File: config.mk
export PLATFORM = sky130hd
export DESIGN_NAME = mem_access
export DESIGN_NICKNAME = d
export VERILOG_FILES = /design/src/design/mips_pkg.sv /design/src/design/mem_access.sv
export SDC_FILE = /design/constraint.sdc
export NUM_CORES = 1
export LEC_CHECK = 0
export ABC_AREA = 0
export BUFFER_PORTS_ARGS = -buffer_cell sky130_fd_sc_hd__buf_2
export CAP_MARGIN = 10
export CELL_PAD_IN_SITES_DETAIL_PLACEMENT = 1
export CELL_PAD_IN_SITES_GLOBAL_PLACEMENT = 1
export CORE_MARGIN = 1
export CORE_UTILIZATION = 17
export DETAILED_ROUTE_END_ITERATION = 7
export GPL_ROUTABILITY_DRIVEN = 0
export PLACE_DENSITY_LB_ADDON = 0.25
export SYNTH_ARGS = -nofsm -noshare
export SYNTH_HDL_FRONTEND = slang
export SYNTH_SLANG_ARGS = --single-unit
File: constraint.sdc
create_clock -name vclk -period 2.3
set_input_delay 0.46 -clock vclk [all_inputs]
set_output_delay 0.46 -clock vclk [all_outputs]
set_load 0.05 [all_outputs]
File: src/design/mips_pkg.sv
package mips_pkg;

	localparam int xlen = 32;
	localparam int reg_count = 32;
	localparam logic [xlen-1:0] reset_pc = 32'h0000_3000;

	typedef logic [xlen-1:0] word_t;
	typedef logic [4:0] reg_idx_t;

	// Primary opcodes
	localparam logic [5:0] op_special = 6'h00;
	localparam logic [5:0] op_j = 6'h02;
	localparam logic [5:0] op_jal = 6'h03;
	localparam logic [5:0] op_beq = 6'h04;
	localparam logic [5:0] op_bne = 6'h05;
	localparam logic [5:0] op_addiu = 6'h09;
	localparam logic [5:0] op_ori = 6'h0d;
	localparam logic [5:0] op_lui = 6'h0f;
	localparam logic [5:0] op_lb = 6'h20;
	localparam logic [5:0] op_lw = 6'h23;
	localparam logic [5:0] op_lbu = 6'h24;
	localparam logic [5:0] op_sb = 6'h28;
	localparam logic [5:0] op_sw = 6'h2b;

	// Function codes under op_special
	localparam logic [5:0] funct_jr = 6'h08;
	localparam logic [5:0] funct_addu = 6'h21;
	localparam logic [5:0] funct_subu = 6'h23;
	localparam logic [5:0] funct_and = 6'h24;
	localparam logic [5:0] funct_or = 6'h25;
	localparam logic [5:0] funct_slt = 6'h2a;

	// Tuse in stages after decode
	localparam logic [1:0] tuse_d = 2'd0;
	localparam logic [1:0] tuse_e = 2'd1;
	localparam logic [1:0] tuse_m = 2'd2;
	localparam logic [1:0] tuse_none = 2'd3;

	typedef enum logic [2:0] {alu_add, alu_sub, alu_and, alu_or, alu_slt, alu_lui} alu_op_t;
	typedef enum logic [1:0] {wsel_alu, wsel_load, wsel_link} wsel_t;
	typedef enum logic [1:0] {npc_seq, npc_branch, npc_jump, npc_jr} npc_sel_t;
	// fwd_ex is only ever chosen for decode operands
	typedef enum logic [1:0] {fwd_reg, fwd_mem, fwd_wb, fwd_ex} fwd_sel_t;
	typedef enum logic [2:0] {mem_none, mem_lw, mem_lb, mem_lbu, mem_sw, mem_sb} mem_kind_t;

	typedef struct packed {
		alu_op_t alu_op;
		logic alu_src_imm;
		wsel_t wsel;
		logic reg_write;
		reg_idx_t dest;
		mem_kind_t mem_kind;
		npc_sel_t npc_sel;
		logic branch_ne;
		logic [1:0] use_rs;
		logic [1:0] use_rt;
		logic [1:0] t_new;
	} ctrl_t;

	typedef struct packed {
		word_t instr;
		word_t pc;
	} fd_t;

	typedef struct packed {
		ctrl_t ctrl;
		reg_idx_t rs;
		reg_idx_t rt;
		word_t rs_val;
		word_t rt_val;
		word_t imm;
		word_t pc;
	} de_t;

	typedef struct packed {
		ctrl_t ctrl;
		reg_idx_t rt;
		word_t alu;
		word_t store_val;
		word_t pc;
	} em_t;

	typedef struct packed {
		ctrl_t ctrl;
		word_t alu;
		word_t load;
		word_t pc;
	} mw_t;

	typedef struct packed {
		logic we;
		reg_idx_t addr;
		word_t data;
	} reg_wr_t;

endpackage
File: src/design/mem_access.sv
`timescale 1ns/1ps

module mem_access import mips_pkg::*; (
	input mem_kind_t kind,
	input word_t addr,
	input word_t store_val,
	input word_t rdata,
	output logic [3:0] byteen,
	output word_t wdata,
	output word_t load_val
);

	logic [1:0] lane;
	logic [7:0] byte_val;

	assign lane = addr[1:0];

	// Byte stores go out on the addressed lane only
	always_comb begin
		byteen = 4'b0000;
		wdata = store_val;
		case (kind)
			mem_sw: byteen = 4'b1111;
			mem_sb: begin
				byteen = 4'b0001 << lane;
				wdata = {24'd0, store_val[7:0]} << (8 * lane);
			end
			default: ;
		endcase
	end

	assign byte_val = rdata[8 * lane +: 8];

	always_comb begin
		case (kind)
			mem_lb: load_val = {{24{byte_val[7]}}, byte_val};
			mem_lbu: load_val = {24'd0, byte_val};
			default: load_val = rdata;
		endcase
	end

	// Program must keep lw and sw addresses word aligned
	a_word_aligned: assert final (!(kind == mem_lw || kind == mem_sw) || lane == 2'b00);

endmodule

==> impl_metrics.py <==
metrics = {
    "global_route": {
        "grt.overflow.total": 0,
        "grt_pass1_vias": 1687,
        "antenna_found_initial": 0,
        "grt_max_degree": 49,
        "grt_pass1_wl_mm": 7.83,
        "track_usage_pct": 14.4,
    },
    "floorplanning": {
        "core-area_um2": 5990,
        "die-area_um2": 6620,
        "dieWidth_um": 81.4,
        "die_h_um": 81.4,
        "start_util_pct": 17.9,
        "rows": 28,
        "pin_count": 167,
    },
    "yosys": {
        "ys_seq_area_share_pct": 0,
        "syn-mean-instance-area_um2": 5.15,
        "syn_nets": 307,
        "synthesis.area_um2": 1070,
        "ys_top_cells_by_count": "nand2_1, o21ai_0, o22ai_1",
        "yosysTopAreaCell": "nand2_1",
        "syn-instance-count": 208,
        "synth_area_leaders": "nand2_1, o21ai_0, o22ai_1",
        "netlist.area_leader.share_pct": 33.6,
        "yosysWarningCount": 0,
        "yosysUniqueCellTypes": 21,
        "synth_most_common_cell": "nand2_1",
    },
    "clock_network": {
        "cts_hold_buf": 0,
        "post_cts_buffers": 0,
        "ctsResizeCount": 0,
    },
    "finish": {
        "fin_nets": 438,
        "nFlopsAndLatches": 0,
        "clkbuf_count": 0,
        "fill_cells": 854,
        "area_delta_synth_final_pct": 74.2,
        "final_cells": 412,
        "n_antenna_cell": 0,
        "drive_above_1_share_pct": 47.8,
        "ff_latch_area_um2": 0,
    },
    "timing": {
        "maxSlewViolCount": 0,
        "slew_headroom_pct": 59.2,
        "post-route-period-util_pct": 94.8,
        "hold_slack_ns": 1.30,
        "fin_setup_tns_ns": 0,
        "worstMarginPinSlew_ns": 0.610,
        "fmax_mhz": 459,
        "hold_violations": 0,
        "rsz0062_at_grt": "no",
        "period_needed_ns": 2.18,
        "setup_viol_count_final": 0,
    },
    "detailed_routing": {
        "ant_nets": 0,
        "drt-vias-per-instance": 4.48,
        "vias": 1844,
        "wl_per_cell_um": 12.6,
        "drt_pass1_iterations": 4,
        "drcViolationCount": 0,
        "routed_wl_mm": 5.20,
        "drt_iter0_markers": 40,
    },
    "critical_path": {
        "worst_setup_path_start_kind": "input port",
        "crit_arrival_ns": 1.72,
        "worst_path_most_repeated_cell": "buf_2",
        "end_kind": "primary output",
        "cp_slowest_cell": "mux2_4",
        "cp.depth": 6,
        "cp.required_ns": 1.84,
        "cpPeakStageDelay_ns": 0.34,
        "crit_type": "in -> out",
        "path_delay_family": "buffers and inverters",
        "cp-startpoint": "addr[0]",
        "cp_num_buf_inv": 3,
        "crit_end": "load_val[30]",
        "cp_max_fo": 24,
        "path_cells": "buf_2 -> mux2_4 -> a32oi_4 -> buf_12 -> nand2_1 -> buf_2",
    },
    "power_and_ir_drop": {
        "ir_drop_mv": 0.120,
        "power_leakage_nw": 1.11,
        "powerDensity_nw_per_um2": 364,
        "p_total_mw": 0.679,
    },
    "placed_design": {
        "post-place-cells": 412,
        "io_buffers": 137,
        "dp_hpwl_mm": 4.26,
    },
    "run_status": {
        "outcome": "finished clean",
    },
    "job": {
        "maxCapViolCount": 0,
    },
    "min_path": {
        "min_path_type": "in -> out",
    },
}
-- layer usage --
metal | track usage, % | vias to the layer above | wire length, um
met5 | 0 | - | 0
li1 | - | 947 | -
met1 | 17.4 | 818 | 2160
met2 | 26.9 | 79 | 2500
met4 | 0 | 0 | 0
met3 | 3.26 | 0 | 540
-- logic make-up after synthesis --
group           Yosys count  share of synthesized area (%)
buf+inv                  21                           10.2
mux                       9                           10.2
compound gates           50                           27.1
simple gates            128                           52.6
-- cell usage in the layout, fill, tap and decap left out --
cell type / netlist / routed
a21oi_1: 11 / 11
a32oi_4: 1 / 1
and2_1: 1 / 1
and4bb_2: 1 / 1
buf_12: 0 / 3
buf_2: 5 / 137
buf_4: 0 / 7
inv_1: 3 / 3
mux2_2: 7 / 7
mux2_4: 2 / 2
nand2_1: 96 / 96
nand2_2: 2 / 2
nand2b_1: 9 / 9
nand3_1: 3 / 3
nand3b_1: 2 / 2
nor2_1: 1 / 1
nor2b_1: 12 / 12
o21ai_1: 0 / 24
o22ai_1: 14 / 14
or2_2: 1 / 1
-- per-stage QoR --
step | setup WS (ns) | util [%] | instance area [um2]
finish | 0.120 | 31.1 | 1870
global route | 0.0365 | 31.1 | 1870
CTS | 0.110 | 31.1 | 1870
detailed placement | 0.113 | 31.1 | 1870
global placement | 0.136 | 31.1 | 1870
floorplan | 0.00783 | - | 1070
-- worst min path at each step --
stage	from	to	slack [ns]	cells after the start
after global placement	store_val[29]	wdata[29]	1.30	4
after detailed placement	store_val[16]	wdata[16]	1.31	4
after CTS	store_val[16]	wdata[16]	1.31	4
after global routing	store_val[9]	wdata[9]	1.32	4
after floorplan	rdata[14]	load_val[14]	1.14	2
final	store_val[16]	wdata[16]	1.30	4
-- cell type report --
class / instances / area [um2] / area share (%)
well taps: 75 / 93.8 / 5.03
repair buffers: 147 / 798 / 42.8
multi-input cells: 187 / 962 / 51.6
inverters: 3 / 11.3 / 0.604
-- worst min-delay path, cell delays in order --
cell,delay [ns]
buf_2,0.09
nand2_1,0.04
o21ai_1,0.05
buf_2,0.20
-- power by group --
group          switching (mW)  total, mW  internal, mW
clock network               0          0             0
registers                   0          0             0
logic                   0.492      0.679         0.187
(Power assumes the default switching activity.)
