`src/design/mips_pkg.sv`:
```
package mips_pkg;

	localparam int xlen = 32;
	localparam int reg_count = 32;
	localparam logic [xlen-1:0] reset_pc = 32'h0000_3000;

	typedef logic [xlen-1:0] word_t;
	typedef logic [4:0] reg_idx_t;

	// Primary opcodes
	localparam logic [5:0] op_special = 6'h00;
	localparam logic [5:0] op_j = 6'h02;
	localparam logic [5:0] op_jal = 6'h03;
	localparam logic [5:0] op_beq = 6'h04;
	localparam logic [5:0] op_bne = 6'h05;
	localparam logic [5:0] op_addiu = 6'h09;
	localparam logic [5:0] op_ori = 6'h0d;
	localparam logic [5:0] op_lui = 6'h0f;
	localparam logic [5:0] op_lb = 6'h20;
	localparam logic [5:0] op_lw = 6'h23;
	localparam logic [5:0] op_lbu = 6'h24;
	localparam logic [5:0] op_sb = 6'h28;
	localparam logic [5:0] op_sw = 6'h2b;

	// Function codes under op_special
	localparam logic [5:0] funct_jr = 6'h08;
	localparam logic [5:0] funct_addu = 6'h21;
	localparam logic [5:0] funct_subu = 6'h23;
	localparam logic [5:0] funct_and = 6'h24;
	localparam logic [5:0] funct_or = 6'h25;
	localparam logic [5:0] funct_slt = 6'h2a;

	// Tuse in stages after decode
	localparam logic [1:0] tuse_d = 2'd0;
	localparam logic [1:0] tuse_e = 2'd1;
	localparam logic [1:0] tuse_m = 2'd2;
	localparam logic [1:0] tuse_none = 2'd3;

	typedef enum logic [2:0] {alu_add, alu_sub, alu_and, alu_or, alu_slt, alu_lui} alu_op_t;
	typedef enum logic [1:0] {wsel_alu, wsel_load, wsel_link} wsel_t;
	typedef enum logic [1:0] {npc_seq, npc_branch, npc_jump, npc_jr} npc_sel_t;
	// fwd_ex is only ever chosen for decode operands
	typedef enum logic [1:0] {fwd_reg, fwd_mem, fwd_wb, fwd_ex} fwd_sel_t;
	typedef enum logic [2:0] {mem_none, mem_lw, mem_lb, mem_lbu, mem_sw, mem_sb} mem_kind_t;

	typedef struct packed {
		alu_op_t alu_op;
		logic alu_src_imm;
		wsel_t wsel;
		logic reg_write;
		reg_idx_t dest;
		mem_kind_t mem_kind;
		npc_sel_t npc_sel;
		logic branch_ne;
		logic [1:0] use_rs;
		logic [1:0] use_rt;
		logic [1:0] t_new;
	} ctrl_t;

	typedef struct packed {
		word_t instr;
		word_t pc;
	} fd_t;

	typedef struct packed {
		ctrl_t ctrl;
		reg_idx_t rs;
		reg_idx_t rt;
		word_t rs_val;
		word_t rt_val;
		word_t imm;
		word_t pc;
	} de_t;

	typedef struct packed {
		ctrl_t ctrl;
		reg_idx_t rt;
		word_t alu;
		word_t store_val;
		word_t pc;
	} em_t;

	typedef struct packed {
		ctrl_t ctrl;
		word_t alu;
		word_t load;
		word_t pc;
	} mw_t;

	typedef struct packed {
		logic we;
		reg_idx_t addr;
		word_t data;
	} reg_wr_t;

endpackage
```
`src/design/fetch_pc.sv`:
```
`timescale 1ns/1ps

module fetch_pc import mips_pkg::*; (
	input logic clk,
	input logic arst_n,
	input logic stall,
	input npc_sel_t npc_sel,
	input logic branch_taken,
	input word_t branch_target,
	input word_t jump_target,
	input word_t jr_target,
	output word_t pc
);

	word_t pc_plus4;
	word_t next_pc;

	assign pc_plus4 = pc + 32'd4;

	// Decode holds the control transfer while fetch already points at its delay slot
	always_comb begin
		case (npc_sel)
			npc_branch: next_pc = branch_taken ? branch_target : pc_plus4;
			npc_jump: next_pc = jump_target;
			npc_jr: next_pc = jr_target;
			default: next_pc = pc_plus4;
		endcase
	end

	always_ff @(posedge clk or negedge arst_n) begin
		if (!arst_n) begin
			pc <= reset_pc;
		end else if (!stall) begin
			pc <= next_pc;
		end
	end

endmodule

```
`config.mk`:
```
export PLATFORM = sky130hd
export DESIGN_NAME = fetch_pc
export DESIGN_NICKNAME = d
export VERILOG_FILES = /design/src/design/mips_pkg.sv /design/src/design/fetch_pc.sv
export SDC_FILE = /design/constraint.sdc
export NUM_CORES = 1
export LEC_CHECK = 0
export ABC_AREA = 1
export BUFFER_PORTS_ARGS = -buffer_cell sky130_fd_sc_hd__buf_2
export CAP_MARGIN = 10
export CORE_UTILIZATION = 43
export DETAILED_ROUTE_END_ITERATION = 8
export PLACE_DENSITY = 0.77
export SLEW_MARGIN = 20
export SYNTH_ARGS = -nofsm -noshare
export SYNTH_HDL_FRONTEND = slang
export SYNTH_SLANG_ARGS = --single-unit
```
`constraint.sdc`:
```
create_clock -name clk -period 1.45 [get_ports clk]
set_input_delay 0.145 -clock clk [delete_from_list [all_inputs] [get_ports clk]]
set_output_delay 0.145 -clock clk [all_outputs]
set_load 0.05 [all_outputs]
```
==> results.cfg <==
[run_status]
outcome = finished, violations left
violations = setup timing

[worst_setup_path]
crit_chain = nand2_2, nor2_4, nand2_2, nor2_4, nand2_1, nand2_1, nand3_1, a21oi_2
crit_fanout = 4
reg2regPathDepth = 8
reg2reg_to = pc[24]$_DFFE_PN0N_
critPathSlowestCell = dfstp_4
cp.arrival_ns = 1.75
crit_type = flip-flop to flip-flop
cpPeakStageDelay_ns = 0.66
worst-r2r-setup-slack_ns = -0.09
worstReg2RegStart = pc[13]$_DFFE_PN1N_
cp-end-kind = flip-flop
required_ns = 1.67
startpoint_type = flip-flop

[sta]
holdWs_ns = 0.1433
max_slew_margin = 0.7035
layout_setup_ws_ns = -0.08507
hold_viol_final = 0
setup_viol = 17
fmax_ghz = 0.6514
fin_tns_setup_ns = -0.8091
skew_ns = 0.01205
fin_crit_ns = 1.535
rsz0062_at_grt = true
tightest_slew_ns = 0.4447
period_share = 1.059
slew_viol_final = 0

[clock_network]
cts_tree = yes
cts_buffers = 5
h-tree-depth = 2
cts_sinks = 32
cts_root_buffer = clkbuf_8
path_clk_slew_ns = 0.08
clockBufferDepth = 2
clk_latency_ns = 0.29

[hold_path]
holdPathEnd = pc[1]$_DFFE_PN0P_
hp-start = jump_target[1]
worstHoldPathType = primary input to flip-flop
holdPathStages = 3

[global_routing]
first_global_vias = 3738
grt_overflow = 0
antenna_found_initial = 0
grt_first_pass_wirelength_um = 17520
track_usage = 0.3059
grt_max_degree = 38

[logic_synthesis]
ys.flop_type = dfrtp_1
synth_cells = 480
syn_nets = 583
yosysWarnings = 0
synth.avg_cell_area_um2 = 6.175
yosysUniqueCellTypes = 39
synthArstFlopShare = 1.000
synth_edf_count = 0
synth_seq_cells = 32
synth_seq_area_share = 0.2710
syn_area_um2 = 2964

[power]
p_leak_nw = 2.066
max-vdd-ir-drop_mv = 0.4508
powerDensity_nw_per_um2 = 884.3

[drt]
ant_nets = 0
first_iter_violations = 322
dr.pass1.iters = 5
drc = 0
vias_per_cell = 5.489
finalWirelength_um = 10970
vias = 3963
wl_per_cell_um = 15.19

[cells_and_area]
area_delta_synth_final_pct = 45.12
drive_gt1_frac = 0.4388
final_common_cell = nand2_1
largest_registers = pc x32
largest_register = pc
nets = 747
final_cell_mix = nand2_1 (171), buf_2 (131), nor2_1 (44), buf_4 (37), nand3_1 (33)
fin_area_um2 = 4302
largest_reg_flops = 32
num_antenna_cells = 0
fillers = 552

[floorplanning]
dieArea_um2 = 7229
num_io_pins = 134
rows = 29
die_w_um = 85.03
die-height_um = 85.03
core_area_um2 = 6495
initial_core_util = 0.4564

[placed_design]
port_buffers = 133
dpl-instance-area_um2 = 3971
gp_congestion = 0.9824
hpwl_um = 8396

[flow_run]
drv_cap = 0
==> layout make-up <==
cell class                 count  area [µm²]  share of cell area
multi-input combinational    400        2108              0.4901
tap                           77       96.34             0.02240
clock inverter                 2       35.03            0.008144
clock buffer                   6       72.57             0.01687
sequential                    32       837.1              0.1946
timing repair buffer         176        1036              0.2408
inverter                      29       116.4             0.02705
==> repair_timing <==
action	4_1_cts	5_1_grt
resized for setup	15	28
pin swaps	13	17
buffers inserted	0	8
hold buffers	1	0
endpoints found under the setup margin	15	24
endpoints found under the hold margin	30	0
==> worst max-delay path by stage <==
stage | startpoint | to | slack (ns) | depth (start not counted)
2_1_floorplan | pc[13]$_DFFE_PN1N_ | pc[23]$_DFFE_PN0N_ | -0.07 | 7
3_3_place_gp | pc[12]$_DFFE_PN1N_ | pc[13]$_DFFE_PN1N_ | -0.03 | 7
3_5_place_dp | pc[12]$_DFFE_PN1N_ | pc[13]$_DFFE_PN1N_ | -0.08 | 7
4_1_cts | pc[12]$_DFFE_PN1N_ | pc[13]$_DFFE_PN1N_ | -0.06 | 7
5_1_grt | pc[13]$_DFFE_PN1N_ | pc[23]$_DFFE_PN0N_ | -0.16 | 7
6_report | pc[13]$_DFFE_PN1N_ | pc[24]$_DFFE_PN0N_ | -0.09 | 8
==> routing by layer <==
| metal | global-route usage | wire length [µm] | share of wire |
|---|---|---|---|
| met2 | 0.4956 | 5119 | 0.47 |
| met1 | 0.3981 | 4463 | 0.41 |
| met4 | 0.1048 | 257 | 0.023 |
| met5 | 0 | 0 | 0 |
| met3 | 0.07588 | 1126 | 0.10 |
==> cell usage after synthesis, types with 2 or more instances <==
cell,count,share of area
nor2_2,8,0.017
and3_1,5,0.011
buf_4,3,0.0076
a21oi_1,18,0.030
clkbuf_1,4,0.0051
nor2_1,58,0.073
o21ai_0,16,0.027
a41oi_1,3,0.0089
o21ai_1,2,0.0034
buf_6,3,0.011
dfrtp_1,30,0.25
o211ai_1,7,0.018
nand2_4,3,0.011
nand2_1,184,0.23
buf_2,9,0.015
nand3b_1,2,0.0051
inv_1,20,0.025
nand4_1,3,0.0063
a211oi_1,5,0.013
xnor2_1,2,0.0059
a31oi_1,14,0.030
nor2_4,9,0.034
nand2_2,10,0.021
dfstp_2,2,0.018
nand3_1,35,0.059
o2bb2ai_1,3,0.0089
inv_2,8,0.010
xor2_1,3,0.0089
==> worst max-delay path, delay by kind of cell (launching register included) <==
kind,cells,cell delay (ns)
AOI/OAI and AO/OA,1,0.13
DFF,1,0.66
and+or+nand+nor,7,0.67
==> cells by family (layout without fill, tap and decap cells) <==
group / Yosys count / after routing / synth area share
and+or+nand+nor: 321 / 321 / 0.4804
AOI/OAI and AO/OA: 73 / 73 / 0.1520
buffers and inverters: 48 / 213 / 0.07767
xor gates and xnor gates: 5 / 5 / 0.01478
adders and majority gates: 1 / 1 / 0.004221
DFF: 32 / 32 / 0.2710
==> through the flow <==
stage	util	setup WS [ns]	power, W	std cells
floorplan	-	-0.07071	0.002243	480
global placement	0.6114	-0.02985	0.002787	705
detailed placement	0.6114	-0.08140	0.002816	705
CTS	0.6388	-0.06297	0.003701	714
global route	0.6623	-0.1603	0.003997	722
finish	0.6623	-0.08507	0.003804	722
==> power by group <==
group          total (W)  leakage [nW]  switching [W]  internal, W
Sequential       0.00125         0.356       0.000199      0.00105
Clock           0.000869        0.0552       0.000358     0.000510
Combinational    0.00169          1.65        0.00112     0.000566
Total            0.00380          2.07        0.00168      0.00212
Note: power is estimated with default switching activity, not from simulation.
