### src/design/mips_pkg.sv
package mips_pkg;

	localparam int xlen = 32;
	localparam int reg_count = 32;
	localparam logic [xlen-1:0] reset_pc = 32'h0000_3000;

	typedef logic [xlen-1:0] word_t;
	typedef logic [4:0] reg_idx_t;

	// Primary opcodes
	localparam logic [5:0] op_special = 6'h00;
	localparam logic [5:0] op_j = 6'h02;
	localparam logic [5:0] op_jal = 6'h03;
	localparam logic [5:0] op_beq = 6'h04;
	localparam logic [5:0] op_bne = 6'h05;
	localparam logic [5:0] op_addiu = 6'h09;
	localparam logic [5:0] op_ori = 6'h0d;
	localparam logic [5:0] op_lui = 6'h0f;
	localparam logic [5:0] op_lb = 6'h20;
	localparam logic [5:0] op_lw = 6'h23;
	localparam logic [5:0] op_lbu = 6'h24;
	localparam logic [5:0] op_sb = 6'h28;
	localparam logic [5:0] op_sw = 6'h2b;

	// Function codes under op_special
	localparam logic [5:0] funct_jr = 6'h08;
	localparam logic [5:0] funct_addu = 6'h21;
	localparam logic [5:0] funct_subu = 6'h23;
	localparam logic [5:0] funct_and = 6'h24;
	localparam logic [5:0] funct_or = 6'h25;
	localparam logic [5:0] funct_slt = 6'h2a;

	// Tuse in stages after decode
	localparam logic [1:0] tuse_d = 2'd0;
	localparam logic [1:0] tuse_e = 2'd1;
	localparam logic [1:0] tuse_m = 2'd2;
	localparam logic [1:0] tuse_none = 2'd3;

	typedef enum logic [2:0] {alu_add, alu_sub, alu_and, alu_or, alu_slt, alu_lui} alu_op_t;
	typedef enum logic [1:0] {wsel_alu, wsel_load, wsel_link} wsel_t;
	typedef enum logic [1:0] {npc_seq, npc_branch, npc_jump, npc_jr} npc_sel_t;
	// fwd_ex is only ever chosen for decode operands
	typedef enum logic [1:0] {fwd_reg, fwd_mem, fwd_wb, fwd_ex} fwd_sel_t;
	typedef enum logic [2:0] {mem_none, mem_lw, mem_lb, mem_lbu, mem_sw, mem_sb} mem_kind_t;

	typedef struct packed {
		alu_op_t alu_op;
		logic alu_src_imm;
		wsel_t wsel;
		logic reg_write;
		reg_idx_t dest;
		mem_kind_t mem_kind;
		npc_sel_t npc_sel;
		logic branch_ne;
		logic [1:0] use_rs;
		logic [1:0] use_rt;
		logic [1:0] t_new;
	} ctrl_t;

	typedef struct packed {
		word_t instr;
		word_t pc;
	} fd_t;

	typedef struct packed {
		ctrl_t ctrl;
		reg_idx_t rs;
		reg_idx_t rt;
		word_t rs_val;
		word_t rt_val;
		word_t imm;
		word_t pc;
	} de_t;

	typedef struct packed {
		ctrl_t ctrl;
		reg_idx_t rt;
		word_t alu;
		word_t store_val;
		word_t pc;
	} em_t;

	typedef struct packed {
		ctrl_t ctrl;
		word_t alu;
		word_t load;
		word_t pc;
	} mw_t;

	typedef struct packed {
		logic we;
		reg_idx_t addr;
		word_t data;
	} reg_wr_t;

endpackage
### src/design/grf.sv
`timescale 1ns/1ps

module grf import mips_pkg::*; (
	input logic clk,
	input logic arst_n,
	input reg_idx_t ra,
	input reg_idx_t rb,
	input reg_wr_t wr,
	output word_t rdata_a,
	output word_t rdata_b
);

	// Register 0 has no storage
	word_t regs [1:reg_count-1];

	always_ff @(posedge clk or negedge arst_n) begin
		if (!arst_n) begin
			for (int i = 1; i < reg_count; i++) begin
				regs[i] <= '0;
			end
		end else if (wr.we && wr.addr != '0) begin
			regs[wr.addr] <= wr.data;
		end
	end

	// Write-through so decode sees the value retiring this cycle
	assign rdata_a = (ra == '0) ? '0 : (wr.we && wr.addr == ra) ? wr.data : regs[ra];
	assign rdata_b = (rb == '0) ? '0 : (wr.we && wr.addr == rb) ? wr.data : regs[rb];

	// Decode clears reg_write for register 0 and nothing downstream may set it again
	a_no_r0_write: assert property (@(posedge clk) disable iff (!arst_n)
		wr.we |-> wr.addr != '0);

endmodule

### config.mk
export PLATFORM = sky130hd
export DESIGN_NAME = grf
export DESIGN_NICKNAME = d
export VERILOG_FILES = /design/src/design/mips_pkg.sv /design/src/design/grf.sv
export SDC_FILE = /design/constraint.sdc
export NUM_CORES = 2
export LEC_CHECK = 0
export BUFFER_PORTS_ARGS = -buffer_cell sky130_fd_sc_hd__buf_2
export CAP_MARGIN = 10
export CORE_MARGIN = 2
export CORE_UTILIZATION = 60
export DETAILED_ROUTE_END_ITERATION = 8
export GPL_TIMING_DRIVEN = 0
export PLACE_DENSITY_LB_ADDON = 0.15
export SETUP_SLACK_MARGIN = 0.2
export SYNTH_ARGS = -nofsm -noshare
export SYNTH_HDL_FRONTEND = slang
export SYNTH_SLANG_ARGS = --single-unit
### constraint.sdc
create_clock -name clk -period 1.8 [get_ports clk]
set_input_delay 0 -clock clk [delete_from_list [all_inputs] [get_ports clk]]
set_output_delay 0 -clock clk [all_outputs]
set_load 0.01 [all_outputs]
==> impl_metrics.py <==
metrics = {
    "status": {
        "status": "finished with violations",
        "violations": "hold timing, setup timing",
    },
    "routing": {
        "totalWireLength_um": 213900,
        "dr.pass1.iters": 6,
        "num_vias": 39390,
        "vias_per_cell": 7.581,
        "postRouteAntennaNets": 0,
        "wl_per_cell_um": 41.17,
        "remaining_drc_errors": 0,
        "drtIter0Drc": 5557,
    },
    "sta": {
        "finalCritPeriodShare_pct": 159.1,
        "finalSetupViolations": 64,
        "finClkSkew_ns": 0,
        "hold_viol": 518,
        "timing.final.ws_setup_ns": -1.065,
        "worst_pin_slew_ns": 1.341,
        "whs_ns": -0.8299,
        "grt_setup_unrepaired": "true",
        "fin_crit_ns": 2.865,
        "slew_viol_final": 0,
        "slew_headroom_pct": 10.26,
        "fmax_ghz": 0.3491,
    },
    "placed_design": {
        "gp_congestion": 1.044,
        "place_hpwl_um": 150000,
        "dp.cells": 4914,
        "post-place-ws_ns": -2.164,
        "port_buffers": 101,
    },
    "grt": {
        "antenna_found_initial": 15,
        "top_usage_layer": "met2",
        "use_met1_pct": 58.78,
        "grt_overflow": 0,
        "grt_pass1_vias": 39200,
        "grt_use_met3_pct": 22.31,
        "grt_pass1_wl_um": 296500,
        "use_met2_pct": 64.07,
        "grt.total_usage_pct": 47.21,
        "grt_max_degree": 156,
    },
    "cells_and_area": {
        "drive_above_1_share_pct": 57.25,
        "final_common_cell": "mux2_2",
        "layout_common_cells": "1065 x mux2_2, 989 x dfrtp_1, 430 x mux4_2, 150 x clkbuf_1, 133 x buf_2",
        "final_core_util_pct": 70.36,
        "syn2layout_area_growth_pct": 16.06,
        "fillers": 5982,
        "largestRegisters": "regs: 992 flops",
        "top_register": "regs",
        "fin_cells": 5196,
        "layout.nets": 3989,
        "largest_reg_flops": 992,
    },
    "floorplanning": {
        "die_h_um": 303.0,
        "die_w_um": 303.0,
        "rows": 109,
        "core_um2": 88510,
        "initial_core_util_pct": 60.62,
        "ios": 114,
        "die-area_um2": 91830,
    },
    "synthesis": {
        "synth_top_area_share_pct": 46.27,
        "syn_area_per_cell_um2": 14.77,
        "synth_cell_types": 60,
        "netlist_instances": 3632,
        "synth-seq-cells": 992,
        "ys_top_cells_by_area": "dfrtp_1 46%, mux2_2 23%, mux4_2 18%, clkbuf_1 1.5%, mux2i_1 1.3%",
        "synth_edf_count": 0,
        "synth-main-ff-cell": "dfrtp_1",
        "yosysWarnings": 0,
        "synthesis.nets": 3682,
        "ys_seq_area_share_pct": 46.27,
        "async_flop_share_pct": 100.0,
        "synth_top_cell_by_area": "dfrtp_1",
        "netlist_area_um2": 53650,
    },
    "clock_tree": {
        "clockRootBuffer": "clkbuf_16",
        "clock_latency_ns": 0.71,
        "path_clk_slew_ns": 0.06,
        "cts_tree": "yes",
        "clockBufferDepth": 3,
        "postCtsHoldBufs": 33,
        "numCtsBuffers": 108,
        "htreeDepth": 3,
        "clock_sinks": 992,
    },
    "worst_setup_path": {
        "worstPathMaxFanout": 2,
        "end_kind": "output pin",
        "r2r_start": "regs[539]",
        "required_ns": 1.80,
        "rrSetupSlack_ns": 0.72,
        "rr_endpoint": "regs[539]",
        "critPathKind": "reg2out",
        "start_kind": "register",
        "reg2regPathDepth": 3,
        "arrival_ns": 2.86,
    },
    "pwr": {
        "cellLeakagePower_nw": 27.12,
        "vdd_ir_drop_max_mv": 0.8849,
        "p_per_area_nw_per_um2": 1120,
        "p_total_mw": 69.76,
    },
    "flow_run": {
        "cap_violations": 0,
    },
    "worst_hold_path": {
        "hold_path.class": "in2async",
    },
}
==> synth_stat cells (all sizes together) (2+ instances only) <==
| library cell | number |
|---|---|
| a221oi | 70 |
| a2111oi | 8 |
| o41ai | 14 |
| buf | 182 |
| a32o | 2 |
| o31ai | 6 |
| and3 | 3 |
| nand2b | 5 |
| dfrtp | 992 |
| mux4 | 430 |
| a22oi | 14 |
| nand2 | 67 |
| nor3 | 70 |
| a211o | 2 |
| o32a | 2 |
| nor2b | 20 |
| nand3b | 6 |
| and2 | 7 |
| a22o | 38 |
| a21o | 9 |
| a221o | 44 |
| mux2 | 1087 |
| xor2 | 4 |
| and3b | 3 |
| a211oi | 62 |
| o21bai | 9 |
| nor2 | 101 |
| clkbuf | 217 |
| a21oi | 7 |
| o22ai | 30 |
| xnor2 | 6 |
| nand3 | 8 |
| nor3b | 6 |
| o21ai | 6 |
| a31oi | 8 |
| or2 | 5 |
| nor4 | 2 |
| o22a | 2 |
| mux2i | 68 |
| o211ai | 3 |
==> worst max-delay path, stage by stage, from the launching register on <==
cell	delay [ns]
dfrtp_1	0.43
mux4_2	0.48
mux2_4	0.29
a221oi_4	0.48
a2111oi_2	0.08
a21o_1	0.23
buf_2	0.15
==> cell families (layout without fill, tap and decap cells) <==
logic type,after synthesis,after routing,share of synthesized area [%]
muxes,1585,1585,42.16
DFF,992,992,46.27
buffers and inverters,401,795,3.570
AOI/OAI and AO/OA,338,338,5.172
and+or+nand+nor,306,306,2.668
xor gates and xnor gates,10,10,0.1632
other,0,5,0
==> metal layers <==
layer  vias to the layer above  wire (µm)
met4                        20      20330
li1                      14800          -
met2                      2999      87650
met1                     20690      74120
met5                         -        138
met3                       884      31680
==> worst max-delay path by stage <==
stage	start	to	cells past startpoint	slack [ns]
6_report	regs[530]	rdata_a[18]	6	-1.06
5_1_grt	regs[527]	rdata_a[15]	6	-1.07
3_3_place_gp	arst_n	regs[141]	1	-21.05
2_1_floorplan	rb[0]	rdata_b[19]	7	0.16
4_1_cts	regs[530]	rdata_a[18]	6	-1.01
3_5_place_dp	ra[2]	rdata_a[31]	8	-2.16
==> where the power goes <==
part / switching [mW] / leakage, nW / internal, mW
Clock: 9.77 / 1.77 / 13.1
Combinational: 7.80 / 12.7 / 9.04
Sequential: 3.33 / 12.7 / 26.7
==> layout make-up <==
class                      instances  area, µm²  share of cell area [%]
clock buffer                     161       3173                   5.095
tap                             1165       1458                   2.341
antenna                            5      12.51                 0.02009
sequential                       992      24830                   39.87
clock inverter                    36      391.6                  0.6289
multi-input combinational       2239      28370                   45.55
buffer                           397       2371                   3.808
timing repair buffer             199       1665                   2.674
inverter                           2      7.507                 0.01206
==> through the flow <==
step                setup TNS (ns)  hold slack (ns)  cell area [µm²]
floorplan                        0          -0.2956            54100
global placement                 -           0.3155            56060
detailed placement         -814.03         -0.04517            56430
CTS                         -49.17          -0.7801            61880
global route                -51.10          -0.7704            62270
finish                      -52.88          -0.8299            62270
==> timing repair <==
item,CTS,global route
pin swaps,108,43
hold endpoints to repair,570,393
buffers inserted,38,8
resized for setup,303,104
cloned,3,0
endpoints found under the setup margin,583,675
(Power assumes the default switching activity.)
