==> src/design/mips_pkg.sv <==
package mips_pkg;

	localparam int xlen = 32;
	localparam int reg_count = 32;
	localparam logic [xlen-1:0] reset_pc = 32'h0000_3000;

	typedef logic [xlen-1:0] word_t;
	typedef logic [4:0] reg_idx_t;

	// Primary opcodes
	localparam logic [5:0] op_special = 6'h00;
	localparam logic [5:0] op_j = 6'h02;
	localparam logic [5:0] op_jal = 6'h03;
	localparam logic [5:0] op_beq = 6'h04;
	localparam logic [5:0] op_bne = 6'h05;
	localparam logic [5:0] op_addiu = 6'h09;
	localparam logic [5:0] op_ori = 6'h0d;
	localparam logic [5:0] op_lui = 6'h0f;
	localparam logic [5:0] op_lb = 6'h20;
	localparam logic [5:0] op_lw = 6'h23;
	localparam logic [5:0] op_lbu = 6'h24;
	localparam logic [5:0] op_sb = 6'h28;
	localparam logic [5:0] op_sw = 6'h2b;

	// Function codes under op_special
	localparam logic [5:0] funct_jr = 6'h08;
	localparam logic [5:0] funct_addu = 6'h21;
	localparam logic [5:0] funct_subu = 6'h23;
	localparam logic [5:0] funct_and = 6'h24;
	localparam logic [5:0] funct_or = 6'h25;
	localparam logic [5:0] funct_slt = 6'h2a;

	// Tuse in stages after decode
	localparam logic [1:0] tuse_d = 2'd0;
	localparam logic [1:0] tuse_e = 2'd1;
	localparam logic [1:0] tuse_m = 2'd2;
	localparam logic [1:0] tuse_none = 2'd3;

	typedef enum logic [2:0] {alu_add, alu_sub, alu_and, alu_or, alu_slt, alu_lui} alu_op_t;
	typedef enum logic [1:0] {wsel_alu, wsel_load, wsel_link} wsel_t;
	typedef enum logic [1:0] {npc_seq, npc_branch, npc_jump, npc_jr} npc_sel_t;
	// fwd_ex is only ever chosen for decode operands
	typedef enum logic [1:0] {fwd_reg, fwd_mem, fwd_wb, fwd_ex} fwd_sel_t;
	typedef enum logic [2:0] {mem_none, mem_lw, mem_lb, mem_lbu, mem_sw, mem_sb} mem_kind_t;

	typedef struct packed {
		alu_op_t alu_op;
		logic alu_src_imm;
		wsel_t wsel;
		logic reg_write;
		reg_idx_t dest;
		mem_kind_t mem_kind;
		npc_sel_t npc_sel;
		logic branch_ne;
		logic [1:0] use_rs;
		logic [1:0] use_rt;
		logic [1:0] t_new;
	} ctrl_t;

	typedef struct packed {
		word_t instr;
		word_t pc;
	} fd_t;

	typedef struct packed {
		ctrl_t ctrl;
		reg_idx_t rs;
		reg_idx_t rt;
		word_t rs_val;
		word_t rt_val;
		word_t imm;
		word_t pc;
	} de_t;

	typedef struct packed {
		ctrl_t ctrl;
		reg_idx_t rt;
		word_t alu;
		word_t store_val;
		word_t pc;
	} em_t;

	typedef struct packed {
		ctrl_t ctrl;
		word_t alu;
		word_t load;
		word_t pc;
	} mw_t;

	typedef struct packed {
		logic we;
		reg_idx_t addr;
		word_t data;
	} reg_wr_t;

endpackage
==> src/design/hazard_unit.sv <==
`timescale 1ns/1ps

module hazard_unit import mips_pkg::*; (
	input ctrl_t dec_ctrl,
	input reg_idx_t dec_rs,
	input reg_idx_t dec_rt,
	input de_t ex,
	input em_t mem,
	input reg_wr_t wb,
	output logic stall,
	output fwd_sel_t fwd_d_rs,
	output fwd_sel_t fwd_d_rt,
	output fwd_sel_t fwd_e_rs,
	output fwd_sel_t fwd_e_rt,
	output fwd_sel_t fwd_m_rt
);

	logic [1:0] tnew_e;
	logic [1:0] tnew_m;
	logic stall_rs;
	logic stall_rt;

	function automatic logic hit(input logic we, input reg_idx_t dest, input reg_idx_t r);
		return we && dest == r && r != '0;
	endfunction

	// Newest producer wins even when not ready yet and a later stage then supplies it
	function automatic fwd_sel_t newest(input logic near_hit, input logic near_rdy,
			input fwd_sel_t near_src, input logic far_hit, input fwd_sel_t far_src);
		if (near_hit) begin
			return near_rdy ? near_src : fwd_reg;
		end
		return far_hit ? far_src : fwd_reg;
	endfunction

	assign tnew_e = ex.ctrl.t_new;
	// One cycle closer to ready than in execute
	assign tnew_m = (mem.ctrl.t_new == 2'd0) ? 2'd0 : mem.ctrl.t_new - 2'd1;

	// tuse_none is above any Tnew so unused operands never stall
	assign stall_rs =
		(hit(ex.ctrl.reg_write, ex.ctrl.dest, dec_rs) && tnew_e > dec_ctrl.use_rs) ||
		(hit(mem.ctrl.reg_write, mem.ctrl.dest, dec_rs) && tnew_m > dec_ctrl.use_rs);
	assign stall_rt =
		(hit(ex.ctrl.reg_write, ex.ctrl.dest, dec_rt) && tnew_e > dec_ctrl.use_rt) ||
		(hit(mem.ctrl.reg_write, mem.ctrl.dest, dec_rt) && tnew_m > dec_ctrl.use_rt);
	assign stall = stall_rs || stall_rt;

	// Writeback reaches decode through the register file bypass
	assign fwd_d_rs = newest(hit(ex.ctrl.reg_write, ex.ctrl.dest, dec_rs), tnew_e == 2'd0,
		fwd_ex, hit(mem.ctrl.reg_write, mem.ctrl.dest, dec_rs) && tnew_m == 2'd0, fwd_mem);
	assign fwd_d_rt = newest(hit(ex.ctrl.reg_write, ex.ctrl.dest, dec_rt), tnew_e == 2'd0,
		fwd_ex, hit(mem.ctrl.reg_write, mem.ctrl.dest, dec_rt) && tnew_m == 2'd0, fwd_mem);

	assign fwd_e_rs = newest(hit(mem.ctrl.reg_write, mem.ctrl.dest, ex.rs), tnew_m == 2'd0,
		fwd_mem, hit(wb.we, wb.addr, ex.rs), fwd_wb);
	assign fwd_e_rt = newest(hit(mem.ctrl.reg_write, mem.ctrl.dest, ex.rt), tnew_m == 2'd0,
		fwd_mem, hit(wb.we, wb.addr, ex.rt), fwd_wb);

	// Store data late from a load directly ahead
	assign fwd_m_rt = hit(wb.we, wb.addr, mem.rt) ? fwd_wb : fwd_reg;

	// An execute-stage user of a memory-stage result only gets there once it is ready
	a_e_rs_ready: assert final (!(ex.ctrl.use_rs == tuse_e &&
		hit(mem.ctrl.reg_write, mem.ctrl.dest, ex.rs)) || fwd_e_rs == fwd_mem);
	a_e_rt_ready: assert final (!(ex.ctrl.use_rt == tuse_e &&
		hit(mem.ctrl.reg_write, mem.ctrl.dest, ex.rt)) || fwd_e_rt == fwd_mem);

endmodule

==> config.mk <==
export PLATFORM = sky130hd
export DESIGN_NAME = hazard_unit
export DESIGN_NICKNAME = d
export VERILOG_FILES = /design/src/design/mips_pkg.sv /design/src/design/hazard_unit.sv
export SDC_FILE = /design/constraint.sdc
export NUM_CORES = 1
export LEC_CHECK = 0
export ABC_CLOCK_PERIOD_IN_PS = 2900
export BUFFER_PORTS_ARGS = -buffer_cell sky130_fd_sc_hd__buf_2
export CORE_AREA = 5 5 143 145
export DETAILED_ROUTE_END_ITERATION = 6
export DIE_AREA = 0 0 148 150
export PLACE_DENSITY = 0.39
export SETUP_SLACK_MARGIN = 0.1
export SLEW_MARGIN = 20
export SYNTH_ARGS = -nofsm -noshare
export SYNTH_HDL_FRONTEND = slang
export SYNTH_SLANG_ARGS = --single-unit
==> constraint.sdc <==
create_clock -name vclk -period 2.9
set_input_delay 0.435 -clock vclk [all_inputs]
set_output_delay 0.435 -clock vclk [all_outputs]
set_load 0.1 [all_outputs]
==> results.ini <==
[drt]
vias=1056
wire_per_inst_um=12.3
drt_iter0_drc=35
dr.pass1.iters=4
drt_wl_total_mm=5.11
vias_per_cell=2.54
detail-route-antenna-nets=0
drt_drc_violations_left=0

[clocking]
cts_hold_buffers=0
cts_resized=0
cts_setup_buffers=0

[floorplan]
start_util_pct=4.77
ioPinCount=370
row_count=51
core_um2=19100
die_area_um2=22200
fp.dieW_um=148
die_y_um=150

[worst_hold_path]
hold_path_class=in -> out

[sta]
fmax_mhz=389
period_minus_slack_ns=2.57
finalSetupViolCount=0
rsz0062_at_grt=false
worst_slew_pin_slew_ns=0.710
finalCritPeriodShare_pct=88.6
max_slew_margin_pct=52.2
setup_ws_ns=0.330
slew_violations=0
hold_viol=0

[global_route]
busiest_layer=met1
grt_pass1_wl_mm=7.28
grt_use_met2_pct=6.12
grt_usage_pct=4.36
antenna_found_initial=3
grt_pass1_vias=1105
grt_overflow=0
grt_max_degree=7
grt_use_met3_pct=1.18
grtUsageMet1_pct=6.93

[final_layout]
fin_cells=415
nets=546
nFillCells=2215
drive_gt1_share_pct=40.7
num_antenna_cells=0
final_common_cell=buf_2
multi_input_area_um2=915
syn2layout_area_growth_pct=70.6
seq_cell_count=0
seq_area_um2=0
post-route-util_pct=8.13
clkbuf_count=0
layout_common_cells=buf_2 (60), xnor2_1 (23), xor2_1 (21)

[placed_design]
gp_congestion=0.766
dp_slack_ns=0.345
place_inst=415
hpwl_mm=4.80
port_buffers=61

[yosys]
yosysWarnings=0
yosysSeqAreaShare_pct=0
synth_area_um2=910
syn_area_per_cell_um2=7.77
syn-num-nets=484
syn_inst=117
ys_types=26

[worst_setup_path]
cpPeakStageDelay_ns=0.56
critical_path_class=in -> out
end_kind=output pin
required_ns=2.47
arrival_ns=2.14
worstPathMaxFanout=4
cp-start-kind=primary input
crit_top_cell=buf_2
critPathTopFamily=simple AND/OR/NAND/NOR gates
path_cells=buf_2, xnor2_1, nand4_1, nor4_1, nor2b_1, buf_2
slowest_stage=nor4_1
crit_buf_inv=2

[power]
pwr-share-comb_pct=100.0
leakagePower_nw=0.595
p_seq_share_pct=0
p_int_mw=0.0818
power_switching_mw=0.113
powerDensity_nw_per_um2=126
p_clk_share_pct=0
p_sw_share_pct=58.1
ir_drop_mv=0.0320

[status]
status=finished, final reports clean

[flow_run]
cap_violations=0

-- routing by layer --
metal	part of all wire (%)	wire, um	vias up
li1	-	-	538
met1	53	2720	457
met2	38	1930	53
met3	8.4	430	4
met4	0	0	4
met5	0.53	27	-
-- metrics by stage --
stage                     total power [mW]  hold WS, ns  setup TNS [ns]  instance area, um^2
final                                0.195         1.38               0                 1550
after global routing                 0.216         1.39               0                 1550
after CTS                            0.198         1.39               0                 1550
after detailed placement             0.198         1.38               0                 1550
after global placement               0.198         1.38               0                 1550
after floorplan                      0.109         1.06         -0.0113                  941
-- power by group through the flow --
stage	logic [mW]	registers, mW	clock network (mW)
final	0.195	0	0
after global routing	0.216	0	0
after CTS	0.198	0	0
after detailed placement	0.198	0	0
after global placement	0.198	0	0
after floorplan	0.109	0	0
-- worst paths after layout --
path              startpoint          end  slack, ns  cells after the start
setup / recovery    mem[113]  fwd_e_rs[0]       0.33                      6
hold / removal        wb[37]  fwd_m_rt[1]       1.38                      4
-- layout make-up --
type               instances  area share, %
inverters                  5           1.21
repair buffers            61           20.6
multi-input cells        111           59.0
well taps                238           19.2
-- worst min-delay path: stages --
cell	delay, ns
buf_2	0.12
nand3_1	0.06
nor2_1	0.04
buf_2	0.28
-- cell usage after synthesis --
cell       instances  area, um^2
a21oi_1            1        5.00
and2_1             2        12.5
or2_2              1        6.26
conb_1             1        3.75
buf_4              1        7.51
o2111ai_1          3        26.3
nand4_1            6        37.5
a2bb2oi_1          1        8.76
nand2b_1           1        6.26
nor2_4             2        22.5
or4_4              3        33.8
xor2_1            21         184
nor2_1             3        11.3
mux2i_1            2        20.0
nand2_1            8        30.0
a211oi_1           1        7.51
inv_1              5        18.8
nand3b_1           2        15.0
xnor2_1           23         201
o211a_1            2        20.0
nor2b_1            5        31.3
nor4_1             8        50.1
nand3_1            2        10.0
nor4_2             2        25.0
ha_1               8         100
nor3_1             3        15.0
-- cells by family (layout without fill, tap and decap cells) --
family                   Yosys count  in the layout  share of synthesized area (%)
other                              1              1                          0.412
multiplexers                       2              2                           2.20
AO/OA/AOI/OAI                      8              8                           7.43
adder cells (fa/ha/maj)            8              8                           11.0
AND/OR/NAND/NOR                   48             48                           33.7
buffers and inverters              6             66                           2.89
XOR/XNOR                          44             44                           42.4
Power figures use the tool's default switching activity.
