**src/design/mips_pkg.sv**
```systemverilog
package mips_pkg;

	localparam int xlen = 32;
	localparam int reg_count = 32;
	localparam logic [xlen-1:0] reset_pc = 32'h0000_3000;

	typedef logic [xlen-1:0] word_t;
	typedef logic [4:0] reg_idx_t;

	// Primary opcodes
	localparam logic [5:0] op_special = 6'h00;
	localparam logic [5:0] op_j = 6'h02;
	localparam logic [5:0] op_jal = 6'h03;
	localparam logic [5:0] op_beq = 6'h04;
	localparam logic [5:0] op_bne = 6'h05;
	localparam logic [5:0] op_addiu = 6'h09;
	localparam logic [5:0] op_ori = 6'h0d;
	localparam logic [5:0] op_lui = 6'h0f;
	localparam logic [5:0] op_lb = 6'h20;
	localparam logic [5:0] op_lw = 6'h23;
	localparam logic [5:0] op_lbu = 6'h24;
	localparam logic [5:0] op_sb = 6'h28;
	localparam logic [5:0] op_sw = 6'h2b;

	// Function codes under op_special
	localparam logic [5:0] funct_jr = 6'h08;
	localparam logic [5:0] funct_addu = 6'h21;
	localparam logic [5:0] funct_subu = 6'h23;
	localparam logic [5:0] funct_and = 6'h24;
	localparam logic [5:0] funct_or = 6'h25;
	localparam logic [5:0] funct_slt = 6'h2a;

	// Tuse in stages after decode
	localparam logic [1:0] tuse_d = 2'd0;
	localparam logic [1:0] tuse_e = 2'd1;
	localparam logic [1:0] tuse_m = 2'd2;
	localparam logic [1:0] tuse_none = 2'd3;

	typedef enum logic [2:0] {alu_add, alu_sub, alu_and, alu_or, alu_slt, alu_lui} alu_op_t;
	typedef enum logic [1:0] {wsel_alu, wsel_load, wsel_link} wsel_t;
	typedef enum logic [1:0] {npc_seq, npc_branch, npc_jump, npc_jr} npc_sel_t;
	// fwd_ex is only ever chosen for decode operands
	typedef enum logic [1:0] {fwd_reg, fwd_mem, fwd_wb, fwd_ex} fwd_sel_t;
	typedef enum logic [2:0] {mem_none, mem_lw, mem_lb, mem_lbu, mem_sw, mem_sb} mem_kind_t;

	typedef struct packed {
		alu_op_t alu_op;
		logic alu_src_imm;
		wsel_t wsel;
		logic reg_write;
		reg_idx_t dest;
		mem_kind_t mem_kind;
		npc_sel_t npc_sel;
		logic branch_ne;
		logic [1:0] use_rs;
		logic [1:0] use_rt;
		logic [1:0] t_new;
	} ctrl_t;

	typedef struct packed {
		word_t instr;
		word_t pc;
	} fd_t;

	typedef struct packed {
		ctrl_t ctrl;
		reg_idx_t rs;
		reg_idx_t rt;
		word_t rs_val;
		word_t rt_val;
		word_t imm;
		word_t pc;
	} de_t;

	typedef struct packed {
		ctrl_t ctrl;
		reg_idx_t rt;
		word_t alu;
		word_t store_val;
		word_t pc;
	} em_t;

	typedef struct packed {
		ctrl_t ctrl;
		word_t alu;
		word_t load;
		word_t pc;
	} mw_t;

	typedef struct packed {
		logic we;
		reg_idx_t addr;
		word_t data;
	} reg_wr_t;

endpackage
```
**src/design/execute_unit.sv**
```systemverilog
`timescale 1ns/1ps

module execute_unit import mips_pkg::*; (
	input de_t de,
	input word_t rs_val,
	input word_t rt_val,
	output word_t result
);

	word_t op_b;

	assign op_b = de.ctrl.alu_src_imm ? de.imm : rt_val;

	always_comb begin
		case (de.ctrl.alu_op)
			alu_sub: result = rs_val - op_b;
			alu_and: result = rs_val & op_b;
			alu_or: result = rs_val | op_b;
			alu_slt: result = {31'd0, $signed(rs_val) < $signed(op_b)};
			// Upper half from the immediate, lower half cleared
			alu_lui: result = {op_b[15:0], 16'h0000};
			default: result = rs_val + op_b;
		endcase
	end

endmodule

```
**config.mk**
```make
export PLATFORM = sky130hd
export DESIGN_NAME = execute_unit
export DESIGN_NICKNAME = d
export VERILOG_FILES = /design/src/design/mips_pkg.sv /design/src/design/execute_unit.sv
export SDC_FILE = /design/constraint.sdc
export NUM_CORES = 1
export LEC_CHECK = 0
export ABC_CLOCK_PERIOD_IN_PS = 6900
export BUFFER_PORTS_ARGS = -buffer_cell sky130_fd_sc_hd__buf_2
export CORE_ASPECT_RATIO = 1.25
export CORE_UTILIZATION = 50
export DETAILED_ROUTE_END_ITERATION = 12
export PLACE_DENSITY = 0.84
export SETUP_SLACK_MARGIN = 0.02
export SLEW_MARGIN = 30
export SYNTH_ARGS = -nofsm -noshare
export SYNTH_HDL_FRONTEND = slang
export SYNTH_SLANG_ARGS = --single-unit
export TNS_END_PERCENT = 100
```
**constraint.sdc**
```tcl
create_clock -name vclk -period 6.9
set_clock_uncertainty 0.1 [all_clocks]
set_input_delay 0.69 -clock vclk [all_inputs]
set_output_delay 0.69 -clock vclk [all_outputs]
set_load 0.05 [all_outputs]
```
==> metrics, run 1 <==
Total Routing Usage GR 31.6%; Post-synth top cells inv_1, ha_1, a21oi_1, nor2_1, o21ai_0; Setup WS post-layout 984 ps; Net Sw Frac 66.6%; Slew HR 38.0%; sequential cell area 0 µm²; slew at the pin with the worst max-slew slack 930 ps; Starting Density 51.4%; Final #Nets 1278; die span in x 97.4 µm; vias in the first global route 6225; hold_sp de[161]; Clk pwr share 0%; Vias 6839; synthesized net count 1180; WHS Path Cells 4; dpl ws 1180 ps; cell type with the highest aggregate area in the netlist ha_1; antenna violations before repair 1; Worst Path Required 6110 ps; Int Power 0.262 mW; post-synthesis cell count 845; Hold Path Class in2out; final setup fails 0; first-pass GRT wire length 30700 µm; Switch Pwr 0.522 mW; worst vdd ir 0.0557 mV; Post-CTS Resized 0; Area contributors post-synth ha_1, a21oi_1, inv_1, mux2i_1, nor2_1; HPWL Detailed 15700 µm; wire per inst 18.4 µm; Fmax achieved 169 MHz; worst-path fanout max 20; clock buf count 0; Synth Cell Area 0.00569 mm²; max_cap viols 0; Avg Inst Size Synth 6.74 µm²; Min-Delay Endpoint result[0]; total wire length 19700 µm; worst setup path class in2out; die footprint 0.0118 mm²; share of layout cells above drive strength 1 18.3%; Flop pwr share 0%; Yosys cell types 70; Syn-to-layout area delta 12.5%; total gr overflow 0; hold_buf cts 0; post-route setup TNS 0 ps; Final Max Tran Viols 0; unrepaired setup endpoints after global routing no; flip-flop and latch count 0; Antenna Cells 0; multi-input combinational cell area 0.00510 mm²; most frequent cell after synthesis inv_1; Static Leak 3.23 nW; I/O Pins 258; Routed Antenna Nets 0; status completed; CP endpoint kind primary output; Port Buf Inserts 132; Final Wtd Congestion 0.982; floorplan row count 43; Final Hold Vio Count 0; postcts setup bufs 0; drt first pass iters 5; fillers 1107; Core Box Area 0.0111 mm²; period utilization 85.7%; CP arrival 5130 ps; top cell type's share of synthesized area 23.5%; drc violations 0; YS warnings 0; Gate power share 100.0%; pin count of the biggest net entering global routing 35; Startpoint Class input port; DRT iter0 DRCs 572; via density per instance 6.36; min cycle time layout 5920 ps; Seq/Total Area, Yosys 0%; Die Height 121 µm; Pwr per Cell Area 122 mW/mm²
==> final cells by class <==
| class | count | area share [%] |
|---|---|---|
| repair buffers | 140 | 11.3 |
| inverters | 109 | 6.39 |
| well taps | 135 | 2.64 |
| multi-input cells | 692 | 79.7 |
==> placed cells by master (no fill, tap or decap), types with 8 or more instances in the layout <==
cell / netlist / routed
mux2i_1: 32 / 32
mux2_2: 14 / 14
nor3_1: 13 / 13
xnor2_1: 14 / 14
ha_1: 107 / 107
buf_2: 6 / 132
a22oi_1: 8 / 8
a221oi_1: 9 / 9
inv_1: 108 / 108
nand2b_1: 13 / 13
a31oi_1: 11 / 11
o22ai_1: 19 / 19
a21oi_1: 81 / 81
nand3_1: 15 / 15
nor2_1: 75 / 75
nor2b_1: 11 / 11
o21a_1: 8 / 8
o31ai_1: 14 / 14
a211oi_1: 18 / 18
o221ai_1: 13 / 13
nand2_1: 47 / 47
o21ai_0: 51 / 50
buf_4: 0 / 8
a21o_1: 10 / 10
==> cell families after synthesis <==
| group | synth area share [%] |
|---|---|
| buffers and inverters | 10.4 |
| xor gates and xnor gates | 2.92 |
| muxes | 8.40 |
| adders and majority gates | 24.2 |
| AOI/OAI and AO/OA | 36.0 |
| and+or+nand+nor | 18.2 |
==> critical path, cell delays in order <==
cell	delay [ps]
buf_2	480
buf_4	280
mux2_2	370
inv_1	90
ha_1	260
o211ai_1	130
o21ai_1	450
o2111ai_1	300
a2111oi_0	680
o21ai_0	340
a311o_1	420
o22a_1	200
o22ai_1	120
buf_2	310
==> routing by layer <==
metal	share of wire, %	up-vias	GRT usage (%)
met2	45	400	53.6
met1	41	3101	39.7
met3	8.3	79	2.65
li1	-	3257	-
met5	0.086	-	0
met4	5.8	2	16.8
==> power by group through the flow <==
stage          clock network, mW  registers [mW]  logic [mW]
5_1_grt                        0               0       0.840
3_3_place_gp                   0               0       0.756
6_report                       0               0       0.783
4_1_cts                        0               0       0.766
2_1_floorplan                  0               0       0.572
3_5_place_dp                   0               0       0.762
==> per-stage QoR <==
| step | util [%] | power, mW | std cells | cell area (µm²) | hold WS, ps |
|---|---|---|---|---|---|
| after global routing | 57.8 | 0.840 | 1076 | 6400 | 1980 |
| final | 57.8 | 0.783 | 1076 | 6400 | 1950 |
| after floorplan | - | 0.572 | 845 | 5690 | 1800 |
| after CTS | 57.8 | 0.766 | 1076 | 6400 | 1940 |
| after detailed placement | 57.8 | 0.762 | 1076 | 6400 | 1940 |
| after global placement | 57.8 | 0.756 | 1076 | 6400 | 1910 |
==> worst max-delay path by stage <==
| stage | cells after the start | start | slack [ps] | endpoint |
|---|---|---|---|---|
| after floorplan | 16 | de[158] | 480 | result[26] |
| after global placement | 14 | de[158] | 1220 | result[31] |
| after detailed placement | 14 | de[158] | 1180 | result[31] |
| after CTS | 14 | de[158] | 1150 | result[31] |
| after global routing | 14 | de[158] | 700 | result[31] |
| final | 14 | de[158] | 980 | result[31] |
(Power assumes the default switching activity.)
==> inputs of run 2 (changes only) <==
--- a/config.mk
+++ b/config.mk
@@ -10,7 +10,9 @@
 export CORE_ASPECT_RATIO = 1.25
 export CORE_UTILIZATION = 50
 export DETAILED_ROUTE_END_ITERATION = 12
+export GPL_TIMING_DRIVEN = 0
 export PLACE_DENSITY = 0.84
+export RECOVER_POWER = 25
 export SETUP_SLACK_MARGIN = 0.02
 export SLEW_MARGIN = 30
 export SYNTH_ARGS = -nofsm -noshare
==> run 2 against run 1 <==
Combinational power is 2.9% higher. Critical path depth grew 3. Via count rose by 4.0%. Final cell count up 3.1%. Flip-flop and latch count unchanged. Utilization increased by 0.98 points. Non-clock buffer count rose by 33. Maximum frequency is 11% lower. Global-route usage rose by 5.0 points. First-iteration DRC count rose by 21%. Die area is the same.
==> metrics, run 2 (same netlist as run 1, synthesis figures left out) <==
die span in x 97.4 µm (unchanged); Worst Path Required 6110 ps (about the same); antenna violations before repair 1 (unchanged); HPWL Detailed 18400 µm (+17%); max_cap viols 0 (unchanged); Area after DPL 0.00651 mm² (+1.6%); Die Height 121 µm (unchanged); clock buf count 0 (unchanged); first-pass GRT wire length 34300 µm (+12%); Static Leak 3.25 nW (+0.54%); Total Power 0.806 mW (+2.9%); period utilization 96.4% (+11 points); sequential cell area 0 µm² (unchanged); drt first pass iters 5 (unchanged); Syn-to-layout area delta 14.4%; worst vdd ir 0.0760 mV (+37%); slew at the pin with the worst max-slew slack 856 ps (-74.2 ps); worst-path fanout max 10 (-50%); die footprint 0.0118 mm² (unchanged); Finished Cell Area 0.00651 mm² (+1.7%); Slew HR 43.0% (+4.9 points); via density per instance 6.42 (+0.94%); Total Routing Usage GR 36.6% (+5.0 points); vias in the first global route 6588 (+5.8%); I/O Pins 258 (unchanged); commonest non-fill, non-tap cells in the layout buf_2, inv_1, ha_1; CP arrival 5860 ps (+730 ps); min cycle time layout 6650 ps (+733 ps); worst setup path class in2out; hold_buf cts 0 (unchanged); wire per inst 20.4 µm (+11%); pin count of the biggest net entering global routing 11 (-69%); Starting Density 51.4% (unchanged); drc violations 0 (unchanged); Fmax achieved 150 MHz (-11%); Final Max Tran Viols 0 (unchanged); Core Box Area 0.0111 mm² (unchanged); DRT iter0 DRCs 690 (+21%); floorplan row count 43 (unchanged); CP endpoint kind primary output; Port Buf Inserts 129 (-2.3%); flip-flop and latch count 0 (unchanged); commonest non-fill, non-tap cell in the layout buf_2; final setup fails 0 (unchanged); total wire length 22600 µm (+14%); postcts setup bufs 0 (unchanged); Antenna Cells 0 (unchanged); Pwr per Cell Area 124 mW/mm² (+1.2%); Vias 7115 (+4.0%); Routed Antenna Nets 0 (unchanged); unrepaired setup endpoints after global routing no; share of layout cells above drive strength 1 17.0% (-1.2 points); Startpoint Class input port; status completed; Hold Path Class in2out; Final Hold Vio Count 0 (unchanged); Final Wtd Congestion 1.01 (+2.8%); fillers 1135 (+2.5%); total gr overflow 0 (unchanged); Final #Nets 1311 (+2.6%)
==> run 2: timing repair <==
item | 4_1_cts | 5_1_grt
gates cloned | 0 | 0
resized for setup | 4 | 1
endpoints found under the setup margin | 12 | 1
==> run 2: cell type report <==
class	instances	area [µm²]	share of cell area, %
Tap cell	135	169	2.59
Timing Repair Buffer	129	639	9.82
Multi-Input combinational cell	692	5100	78.4
Inverter	109	409	6.28
Buffer	44	190	2.92
==> run 2: worst paths after layout <==
path                   from          to  cells past startpoint
setup / recovery    de[158]  result[26]                     17
hold / removal    rt_val[7]  result[23]                      5
==> run 2: layer usage <==
| metal | track usage, % | vias to the layer above | wire [µm] |
|---|---|---|---|
| met1 | 44.9 | 3278 | 8870 |
| met4 | 22.3 | 2 | 1460 |
| met5 | 0 | - | 10 |
| met2 | 61.7 | 429 | 10300 |
| met3 | 3.51 | 91 | 1900 |
| li1 | - | 3315 | - |
==> run 2: power breakdown <==
group          switching (mW)  internal (mW)  total, mW
Clock                       0              0          0
Sequential                  0              0          0
Combinational           0.544          0.262      0.806
==> run 2: per-stage QoR <==
| step | setup TNS [ps] | setup slack, ps | std cells | util, % | hold slack, ps |
|---|---|---|---|---|---|
| 2_1_floorplan | 0 | 482 | 845 | - | 1800 |
| 3_3_place_gp | -1610 | -471 | 1109 | 58.7 | 1950 |
| 3_5_place_dp | -1600 | -498 | 1109 | 58.7 | 1960 |
| 4_1_cts | 0 | 220 | 1109 | 58.8 | 1960 |
| 5_1_grt | 0 | 24.3 | 1109 | 58.7 | 2000 |
| 6_report | 0 | 252 | 1109 | 58.7 | 1970 |
==> run 2: worst max-delay path: stages <==
cell             delay [ps]
clkbuf_1                290
buf_2                   360
clkbuf_2                370
clkdlybuf4s15_2         530
mux2i_1                 370
inv_1                    80
ha_1                    360
or4_1                   580
nor3_1                  250
inv_1                    90
a2111oi_2               370
nor2_2                  160
or4_4                   500
a221oi_2                300
a2111oi_0               100
nor2_1                  150
buf_2                   280
